### config.mk
export PLATFORM = sky130hd
export DESIGN_NAME = simon_top
export DESIGN_NICKNAME = d
export VERILOG_FILES = /design/src/common/simon_pkg.sv /design/src/rtl/game_timer.sv /design/src/rtl/button_debouncer.sv /design/src/rtl/sequence_prng.sv /design/src/game/simon_fsm.sv /design/src/rtl/simon_top.sv
export SDC_FILE = /design/constraint.sdc
export NUM_CORES = 1
export LEC_CHECK = 0
export ABC_AREA = 1
export ABC_CLOCK_PERIOD_IN_PS = 2770
export CORE_MARGIN = 4
export CORE_UTILIZATION = 30
export CTS_CLUSTER_DIAMETER = 150
export CTS_CLUSTER_SIZE = 16
export DETAILED_ROUTE_END_ITERATION = 7
export DONT_BUFFER_PORTS = 1
export PLACE_DENSITY = 0.43
export SYNTH_ARGS = -nofsm -noshare
export SYNTH_HDL_FRONTEND = slang
export SYNTH_SLANG_ARGS = --single-unit
export TNS_END_PERCENT = 20
### constraint.sdc
create_clock -name clk -period 2.77 [get_ports clk]
set_input_delay 0.277 -clock clk [delete_from_list [all_inputs] [get_ports clk]]
set_output_delay 0.277 -clock clk [all_outputs]
set_load 0.01 [all_outputs]
### src/common/simon_pkg.sv
`default_nettype none

package simon_pkg;

	typedef enum logic [1:0] {
		color_green  = 2'd0,
		color_red    = 2'd1,
		color_blue   = 2'd2,
		color_yellow = 2'd3
	} color_t;

	// note k belongs to colour k
	typedef enum logic [1:0] {
		note_a3  = 2'd0,
		note_b3  = 2'd1,
		note_cs4 = 2'd2,
		note_d4  = 2'd3
	} note_t;

	typedef enum logic [3:0] {
		st_idle,
		st_seed,
		st_gap,
		st_play,
		st_rest,
		st_chk_round,
		st_listen,
		st_echo,
		st_validate,
		st_chk_player,
		st_fanfare,
		st_lose
	} game_state_t;

	typedef logic [11:0] ticks_t;
	typedef logic [7:0]  round_t;

	typedef struct packed {
		logic [3:0] held;
		logic       single;
		color_t     color;
	} buttons_t;

	typedef struct packed {
		logic   led_on;
		color_t led_color;
		logic   tone_on;
		note_t  tone;
		logic   loser;
	} panel_t;

	localparam ticks_t debounce_ticks     = 12'd8;
	localparam ticks_t play_gap_ticks     = 12'd40;
	localparam ticks_t play_note_ticks    = 12'd300;
	localparam ticks_t play_rest_ticks    = 12'd100;
	localparam ticks_t fanfare_note_ticks = 12'd160;
	localparam ticks_t fanfare_gap_ticks  = 12'd20;
	localparam ticks_t lose_first_ticks   = 12'd600;
	localparam ticks_t lose_note_ticks    = 12'd300;
	localparam ticks_t lose_gap_ticks     = 12'd10;
	localparam ticks_t end_pause_ticks    = 12'd400;

	localparam logic [3:0]  lose_notes      = 4'd10;
	localparam logic [3:0]  fanfare_notes   = 4'd4;
	localparam logic [15:0] prng_reset_seed = 16'hb5e3;

	localparam note_t lose_melody [lose_notes] = '{
		note_b3, note_cs4, note_d4, note_d4, note_d4,
		note_cs4, note_a3, note_cs4, note_cs4, note_b3
	};

	localparam color_t fanfare_colors [fanfare_notes] = '{
		color_green, color_red, color_blue, color_yellow
	};

endpackage

`default_nettype wire

### src/rtl/game_timer.sv
`timescale 1ns/10ps
`default_nettype none

module game_timer #(
	parameter int unsigned cycles_per_tick = 50000
) (
	input  wire               clk,
	input  wire               loser_timer_reset,
	input  wire               start,
	input  wire simon_pkg::ticks_t length,
	output logic              tick,
	output logic              done
);
	import simon_pkg::*;

	logic [$clog2(cycles_per_tick + 1)-1:0] pre_cnt;
	ticks_t tick_cnt;

	assign tick = (pre_cnt == $bits(pre_cnt)'(cycles_per_tick - 1));

	// free running prescaler
	always_ff @(posedge clk) begin
		if (loser_timer_reset || tick) begin
			pre_cnt <= '0;
		end else begin
			pre_cnt <= pre_cnt + 1'b1;
		end
	end

	// counts ticks since start, parks at length
	always_ff @(posedge clk) begin
		if (loser_timer_reset || start) begin
			tick_cnt <= '0;
			done <= 1'b0;
		end else begin
			if (tick && tick_cnt != length) begin
				tick_cnt <= tick_cnt + 12'd1;
			end
			done <= (tick_cnt == length);
		end
	end

endmodule

`default_nettype wire

### src/rtl/button_debouncer.sv
`timescale 1ns/10ps
`default_nettype none

module button_debouncer (
	input  wire        clk,
	input  wire        loser_timer_reset,
	input  wire        tick,
	input  wire [3:0]  btn_n,
	output simon_pkg::buttons_t buttons
);
	import simon_pkg::*;

	logic [3:0] sync_0;
	logic [3:0] sync_1;
	logic [3:0] held;
	ticks_t     stable_cnt [4];
	color_t     color;

	// buttons are active low, bring them in as active high
	always_ff @(posedge clk) begin
		sync_0 <= ~btn_n;
		sync_1 <= sync_0;
	end

	always_ff @(posedge clk) begin
		if (loser_timer_reset) begin
			held <= '0;
			for (int k = 0; k < 4; k++) begin
				stable_cnt[k] <= '0;
			end
		end else begin
			for (int k = 0; k < 4; k++) begin
				if (sync_1[k] == held[k]) begin
					stable_cnt[k] <= '0;
				end else if (tick) begin
					// new level must survive debounce_ticks full ticks
					if (stable_cnt[k] == debounce_ticks) begin
						held[k] <= sync_1[k];
						stable_cnt[k] <= '0;
					end else begin
						stable_cnt[k] <= stable_cnt[k] + 12'd1;
					end
				end
			end
		end
	end

	always_comb begin
		case (held)
			4'b0010: color = color_red;
			4'b0100: color = color_blue;
			4'b1000: color = color_yellow;
			default: color = color_green;
		endcase
	end

	assign buttons = '{held: held, single: $onehot(held), color: color};

endmodule

`default_nettype wire

### src/rtl/sequence_prng.sv
`timescale 1ns/10ps
`default_nettype none

module sequence_prng (
	input  wire  clk,
	input  wire  loser_timer_reset,
	input  wire  randomize,
	input  wire  rerun,
	input  wire  step,
	output simon_pkg::color_t color
);
	import simon_pkg::*;

	logic [15:0] seed;
	logic [15:0] work;

	// taps 16 14 13 11
	function automatic logic [15:0] lfsr_next(input logic [15:0] r);
		logic fb;
		fb = r[15] ^ r[13] ^ r[12] ^ r[10];
		return {r[14:0], fb};
	endfunction

	always_ff @(posedge clk) begin
		if (loser_timer_reset) begin
			seed <= prng_reset_seed;
			work <= prng_reset_seed;
		end else begin
			if (randomize) begin
				seed <= lfsr_next(seed);
			end
			// rerun restarts the sequence from the stored seed
			if (rerun) begin
				work <= seed;
			end else if (step) begin
				work <= lfsr_next(work);
			end
		end
	end

	assign color = color_t'(work[1:0]);

endmodule

`default_nettype wire

### src/game/simon_fsm.sv
`timescale 1ns/10ps
`default_nettype none

module simon_fsm (
	input  wire  clk,
	input  wire  loser_timer_reset,
	input  wire  simon_pkg::buttons_t buttons,
	input  wire  simon_pkg::color_t prng_color,
	input  wire  timer_done,
	output logic timer_start,
	output simon_pkg::ticks_t timer_length,
	output logic randomize,
	output logic rerun,
	output logic step,
	output simon_pkg::panel_t panel,
	output simon_pkg::round_t round
);
	import simon_pkg::*;

	game_state_t state;
	game_state_t next_state;
	round_t      score;
	logic        score_inc;
	logic        score_clr;
	logic        round_inc;
	logic        round_clr;
	color_t      player_press;
	logic [3:0]  note_idx;
	logic        sounding;

	always_ff @(posedge clk) begin
		if (loser_timer_reset) begin
			state <= st_idle;
		end else begin
			state <= next_state;
		end
	end

	always_ff @(posedge clk) begin
		if (loser_timer_reset) begin
			score <= '0;
			round <= 8'd1;
		end else begin
			if (score_clr) begin
				score <= '0;
			end else if (score_inc) begin
				score <= score + 8'd1;
			end
			if (round_clr) begin
				round <= 8'd1;
			end else if (round_inc) begin
				round <= round + 8'd1;
			end
		end
	end

	// last colour held alone by the player
	always_ff @(posedge clk) begin
		if (buttons.single) begin
			player_press <= buttons.color;
		end
	end

	// fanfare goes note then gap, losing melody goes rest then note
	always_ff @(posedge clk) begin
		if (loser_timer_reset) begin
			note_idx <= '0;
			sounding <= 1'b0;
		end else begin
			case (state)
				st_chk_player: begin
					note_idx <= '0;
					sounding <= 1'b1;
				end
				st_validate: begin
					note_idx <= '0;
					sounding <= 1'b0;
				end
				st_fanfare: begin
					if (timer_done) begin
						sounding <= !sounding;
						if (!sounding) begin
							note_idx <= note_idx + 4'd1;
						end
					end
				end
				st_lose: begin
					if (timer_done) begin
						sounding <= !sounding;
						if (sounding) begin
							note_idx <= note_idx + 4'd1;
						end
					end
				end
				default: begin
				end
			endcase
		end
	end

	always_comb begin
		next_state = state;
		timer_start = 1'b0;
		randomize = 1'b0;
		rerun = 1'b0;
		step = 1'b0;
		score_inc = 1'b0;
		score_clr = 1'b0;
		round_inc = 1'b0;
		round_clr = 1'b0;
		case (state)
			st_idle: begin
				score_clr = 1'b1;
				round_clr = 1'b1;
				if (buttons.held[color_green]) begin
					next_state = st_seed;
				end
			end
			st_seed: begin
				// seed keeps spinning for as long as green is held
				if (buttons.held == 4'b0000) begin
					rerun = 1'b1;
					timer_start = 1'b1;
					next_state = st_gap;
				end else begin
					randomize = 1'b1;
				end
			end
			st_gap: begin
				if (timer_done) begin
					timer_start = 1'b1;
					next_state = st_play;
				end
			end
			st_play: begin
				if (timer_done) begin
					timer_start = 1'b1;
					next_state = st_rest;
				end
			end
			st_rest: begin
				if (timer_done) begin
					step = 1'b1;
					score_inc = 1'b1;
					next_state = st_chk_round;
				end
			end
			st_chk_round: begin
				if (score >= round) begin
					score_clr = 1'b1;
					rerun = 1'b1;
					next_state = st_listen;
				end else begin
					timer_start = 1'b1;
					next_state = st_gap;
				end
			end
			st_listen: begin
				if (buttons.single) begin
					next_state = st_echo;
				end
			end
			st_echo: begin
				if (buttons.held == 4'b0000) begin
					next_state = st_validate;
				end
			end
			st_validate: begin
				if (player_press == prng_color) begin
					score_inc = 1'b1;
					step = 1'b1;
					next_state = st_chk_player;
				end else begin
					timer_start = 1'b1;
					next_state = st_lose;
				end
			end
			st_chk_player: begin
				if (score >= round) begin
					score_clr = 1'b1;
					rerun = 1'b1;
					round_inc = 1'b1;
					timer_start = 1'b1;
					next_state = st_fanfare;
				end else begin
					next_state = st_listen;
				end
			end
			st_fanfare: begin
				if (timer_done) begin
					timer_start = 1'b1;
					if (!sounding && note_idx + 4'd1 == fanfare_notes) begin
						next_state = st_gap;
					end
				end
			end
			st_lose: begin
				if (timer_done) begin
					if (!sounding && note_idx == lose_notes) begin
						next_state = st_idle;
					end else begin
						timer_start = 1'b1;
					end
				end
			end
			default: begin
				next_state = st_idle;
			end
		endcase
	end

	always_comb begin
		case (state)
			st_play: timer_length = play_note_ticks;
			st_rest: timer_length = play_rest_ticks;
			st_fanfare: timer_length = sounding ? fanfare_note_ticks : fanfare_gap_ticks;
			st_lose: begin
				if (sounding) begin
					timer_length = (note_idx == 4'd0) ? lose_first_ticks : lose_note_ticks;
				end else if (note_idx == 4'd0) begin
					timer_length = end_pause_ticks;
				end else if (note_idx == lose_notes) begin
					// last gap runs straight into the closing pause
					timer_length = lose_gap_ticks + end_pause_ticks;
				end else begin
					timer_length = lose_gap_ticks;
				end
			end
			default: timer_length = play_gap_ticks;
		endcase
	end

	always_comb begin
		panel = '0;
		case (state)
			st_idle: begin
				panel.led_on = 1'b1;
				panel.led_color = color_green;
			end
			st_play: begin
				panel.led_on = 1'b1;
				panel.led_color = prng_color;
				panel.tone_on = 1'b1;
				panel.tone = note_t'(prng_color);
			end
			st_echo: begin
				panel.led_on = buttons.single;
				panel.led_color = buttons.color;
				panel.tone_on = buttons.single;
				panel.tone = note_t'(buttons.color);
			end
			st_fanfare: begin
				panel.led_on = sounding;
				panel.led_color = fanfare_colors[note_idx[1:0]];
				panel.tone_on = sounding;
				panel.tone = note_t'(fanfare_colors[note_idx[1:0]]);
			end
			st_lose: begin
				panel.loser = 1'b1;
				panel.tone_on = sounding;
				if (note_idx < lose_notes) begin
					panel.tone = lose_melody[note_idx];
				end
			end
			default: begin
			end
		endcase
	end

endmodule

`default_nettype wire

### src/rtl/simon_top.sv
`timescale 1ns/10ps
`default_nettype none

module simon_top #(
	parameter int unsigned cycles_per_tick = 50000
) (
	input  wire        clk,
	input  wire        loser_timer_reset,
	input  wire  [3:0] btn_n,
	output simon_pkg::panel_t panel,
	output simon_pkg::round_t round
);
	import simon_pkg::*;

	logic     tick;
	logic     timer_start;
	logic     timer_done;
	ticks_t   timer_length;
	logic     randomize;
	logic     rerun;
	logic     step;
	buttons_t buttons;
	color_t   prng_color;

	game_timer #(
		.cycles_per_tick(cycles_per_tick)
	) u_timer (
		.clk              (clk),
		.loser_timer_reset(loser_timer_reset),
		.start            (timer_start),
		.length           (timer_length),
		.tick             (tick),
		.done             (timer_done)
	);

	button_debouncer u_debounce (
		.clk              (clk),
		.loser_timer_reset(loser_timer_reset),
		.tick             (tick),
		.btn_n            (btn_n),
		.buttons          (buttons)
	);

	sequence_prng u_prng (
		.clk              (clk),
		.loser_timer_reset(loser_timer_reset),
		.randomize        (randomize),
		.rerun            (rerun),
		.step             (step),
		.color            (prng_color)
	);

	simon_fsm u_fsm (
		.clk              (clk),
		.loser_timer_reset(loser_timer_reset),
		.buttons          (buttons),
		.prng_color       (prng_color),
		.timer_done       (timer_done),
		.timer_start      (timer_start),
		.timer_length     (timer_length),
		.randomize        (randomize),
		.rerun            (rerun),
		.step             (step),
		.panel            (panel),
		.round            (round)
	);

endmodule

`default_nettype wire

==> results.sh <==
export IMPL_drive_above_1_share_pct=7.81
export IMPL_initial_utilization_pct=30.7
export IMPL_max_freq_mhz=373
export IMPL_status="finished, final reports clean"
export IMPL_vias_per_cell=4.74
export IMPL_clock_skew_ns=0.0136
export IMPL_postCtsSetupBuffers=0
export IMPL_cts_tree="yes"
export IMPL_crit_fanout=4
export IMPL_switching_share_pct=28.2
export IMPL_synthCells=1057
export IMPL_drc_errors=0
export IMPL_grt_pass1_wl_mm=32.0
export IMPL_vias=6744
export IMPL_hold_viol_final=0
export IMPL_hpwl_mm=13.7
export IMPL_dr_pass1_iters=4
export IMPL_final_nets=1116
export IMPL_cts_sinks=148
export IMPL_clk_path_buf_depth=2
export IMPL_n_fill_cell=2768
export IMPL_startpoint_type="register"
export IMPL_fin_hold_ws_ns=0.0397
export IMPL_ys_warn_count=0
export IMPL_regArea_mm2=0.00347
export IMPL_fp_dieH_um=172
export IMPL_finalSetupTns_ns=0
export IMPL_portBuffers=0
export IMPL_multi_input_area_mm2=0.00402
export IMPL_report_final_slew_viol_count=0
export IMPL_gp_congestion=0.834
export IMPL_ys_types=45
export IMPL_worst_ep_required_time_ns=2.49
export IMPL_antenna_cells=0
export IMPL_postRouteAntennaNets=0
export IMPL_design_die_area_mm2=0.0296
export IMPL_wl_per_cell_um=13.0
export IMPL_cp_data_arrival_time_ns=2.40
export IMPL_synth_seq_cells=148
export IMPL_syn_area_per_cell_um2=7.63
export IMPL_totalWireLength_mm=18.5
export IMPL_endpoint_kind="primary output"
export IMPL_rsz0062_at_grt="true"
export IMPL_num_rows=59
export IMPL_relSlewSlack_pct=46.5
export IMPL_ys_seq_area_share_pct=43.0
export IMPL_seqPwrFrac_pct=45.4
export IMPL_fin_crit_ns=2.68
export IMPL_syn_cell_area_mm2=0.00806
export IMPL_crit_type="reg -> out"
export IMPL_p_leak_nw=3.66
export IMPL_final_util_pct=34.9
export IMPL_antenna_found_initial=0
export IMPL_numCtsBuffers=17
export IMPL_grt_max_degree=27
export IMPL_power_density_mw_per_mm2=603
export IMPL_switching_power_w=0.00156
export IMPL_grt_pass1_vias=6506
export IMPL_min_period_over_period_pct=96.7
export IMPL_ir_drop_mv=0.352
export IMPL_clk_pin_slew_ns=0.07
export IMPL_die_w_um=172
export IMPL_drt_iter0_markers=350
export IMPL_p_comb_share_pct=11.7
export IMPL_grt_ovfl_total=0
export IMPL_hold_class="in -> reg"
export IMPL_io_pins=21
export IMPL_root_buffer="clkbuf_16"
export IMPL_clk_latency_ns=0.43
export IMPL_power_w=0.00553
export IMPL_setup_violations=0
export IMPL_synth_nets=1097
export IMPL_internal_power_w=0.00397
export IMPL_grtUsageTotal_pct=13.3
export IMPL_htree_levels=4
export IMPL_worst_pin_slew_ns=0.800
export IMPL_maxCapViolCount=0
export IMPL_pwr_share_clk_pct=42.9
export IMPL_core_area_mm2=0.0263
export IMPL_area_growth_pct=13.7
==> logic make-up (layout without fill, tap and decap cells) <==
| family | count (synthesis) | in the layout | share of synthesized area [%] |
|---|---|---|---|
| adders and majority gates | 34 | 34 | 5.37 |
| AOI/OAI and AO/OA | 165 | 165 | 11.4 |
| buffers and inverters | 154 | 186 | 7.37 |
| xor gates and xnor gates | 30 | 30 | 3.26 |
| DFF | 148 | 148 | 43.0 |
| and+or+nand+nor | 526 | 526 | 29.6 |
==> metrics by stage <==
stage / worst slack (ns) / std cells / cell area (um^2)
after floorplan: 0.532 / 1057 / 8060
after detailed placement: 0.0718 / 1387 / 8490
after global placement: 0.134 / 1387 / 8490
final: 0.0923 / 1424 / 9170
after CTS: 0.000164 / 1424 / 9150
after global routing: -0.0389 / 1424 / 9170
==> what timing repair did <==
action,4_1_cts,5_1_grt
hold buffers,5,0
resized for setup,2,7
pin swaps,1,1
endpoints found under the setup margin,2,6
hold endpoints to repair,21,0
==> path summary, 6_finish.rpt <==
path,start,cells past startpoint,slack (ns),end
setup / recovery,u_debounce.held[2],9,0.09,panel[6]
hold / removal,loser_timer_reset,2,0.04,u_fsm.round[0]
setup reg to reg,u_debounce.held[2],13,0.25,u_fsm.state[3]
hold reg to reg,u_debounce.sync_0[1],0,0.33,u_debounce.sync_1[1]
==> critical path, stage by stage, from the launching register on <==
cell	delay, ns
dfxtp_4	0.37
inv_1	0.07
ha_1	0.30
ha_1	0.19
inv_1	0.07
fa_1	0.42
nand3_2	0.10
inv_1	0.08
a21oi_2	0.22
nand3b_1	0.16
==> area by class of cell <==
| type | instances | share of cell area [%] |
|---|---|---|
| multi-input cells | 755 | 43.9 |
| flip-flops and latches | 148 | 37.9 |
| inverters | 136 | 5.57 |
| clock buffers | 18 | 4.68 |
| well taps | 335 | 4.57 |
| clock inverters | 14 | 1.82 |
| repair buffers | 18 | 1.61 |
==> cells in the final DEF, fill, tap and decap left out, drive strengths merged, types with 5 or more instances in the layout <==
cell type and count:
edfxtp 50, nand3 78, nor3b 16, nand4 22, clkbuf 18, inv 143
a21oi 77, nor4 9, ha 33, o21a 5, nand2 224, o211ai 7
nor2 137, o21ai 55, buf 13, xor2 20, nor3 32, dlygate4sd3 5
dfxtp 98, xnor2 10, a211oi 6
==> routing by layer <==
layer | global-route usage [%] | share of wire [%] | vias to the layer above
met4 | 4.14 | 1.5 | 0
met2 | 22.0 | 46 | 86
met5 | 0 | 0 | -
li1 | - | - | 3568
met3 | 2.81 | 3.4 | 23
met1 | 17.5 | 49 | 3067
==> synthesized netlist by cell type (all sizes together) <==
cell / instances / area (um^2)
nor4: 9 / 62.6
o31a: 1 / 8.76
nor2: 137 / 556
a21oi: 77 / 385
xnor2: 10 / 87.6
edfxtp: 50 / 1500
buf: 7 / 41.3
a22oi: 1 / 7.51
ha: 33 / 413
a22o: 1 / 8.76
o311a: 4 / 40.0
a31oi: 3 / 18.8
nand4: 22 / 138
nor3b: 16 / 120
a31o: 1 / 8.76
nor4b: 1 / 8.76
o21a: 5 / 37.5
a211oi: 6 / 45.0
dfxtp: 98 / 1960
nand3: 78 / 415
inv: 136 / 510
nand2: 224 / 873
o211ai: 7 / 52.6
and3: 4 / 25.0
xor2: 20 / 175
or2: 1 / 6.26
o21bai: 2 / 15.0
o21ai: 55 / 275
clkbuf: 11 / 42.5
fa: 1 / 20.0
nand3b: 2 / 15.0
o31ai: 2 / 15.0
nor3: 32 / 170
==> power by group through the flow <==
stage | combinational (W) | sequential (W) | clock (W)
after global placement | 0.000640 | 0.00256 | 0
final | 0.000645 | 0.00251 | 0.00237
after CTS | 0.000653 | 0.00251 | 0.00246
after floorplan | 0.000493 | 0.00252 | 0
after detailed placement | 0.000639 | 0.00256 | 0
after global routing | 0.000754 | 0.00253 | 0.00254
==> registers in the layout, summed over array words and instances, names as in the netlist <==
register               flops
u_debounce.stable_cnt     48
u_fsm.sounding             1
u_fsm.round                8
u_debounce.sync_1          4
u_debounce.held            4
u_fsm.score                8
u_timer.done               1
u_prng.seed               16
u_prng.work               16
u_fsm.player_press         2
u_timer.pre_cnt           16
u_fsm.note_idx             4
u_timer.tick_cnt          12
u_debounce.sync_0          4
u_fsm.state                4
(Power assumes the default switching activity.)
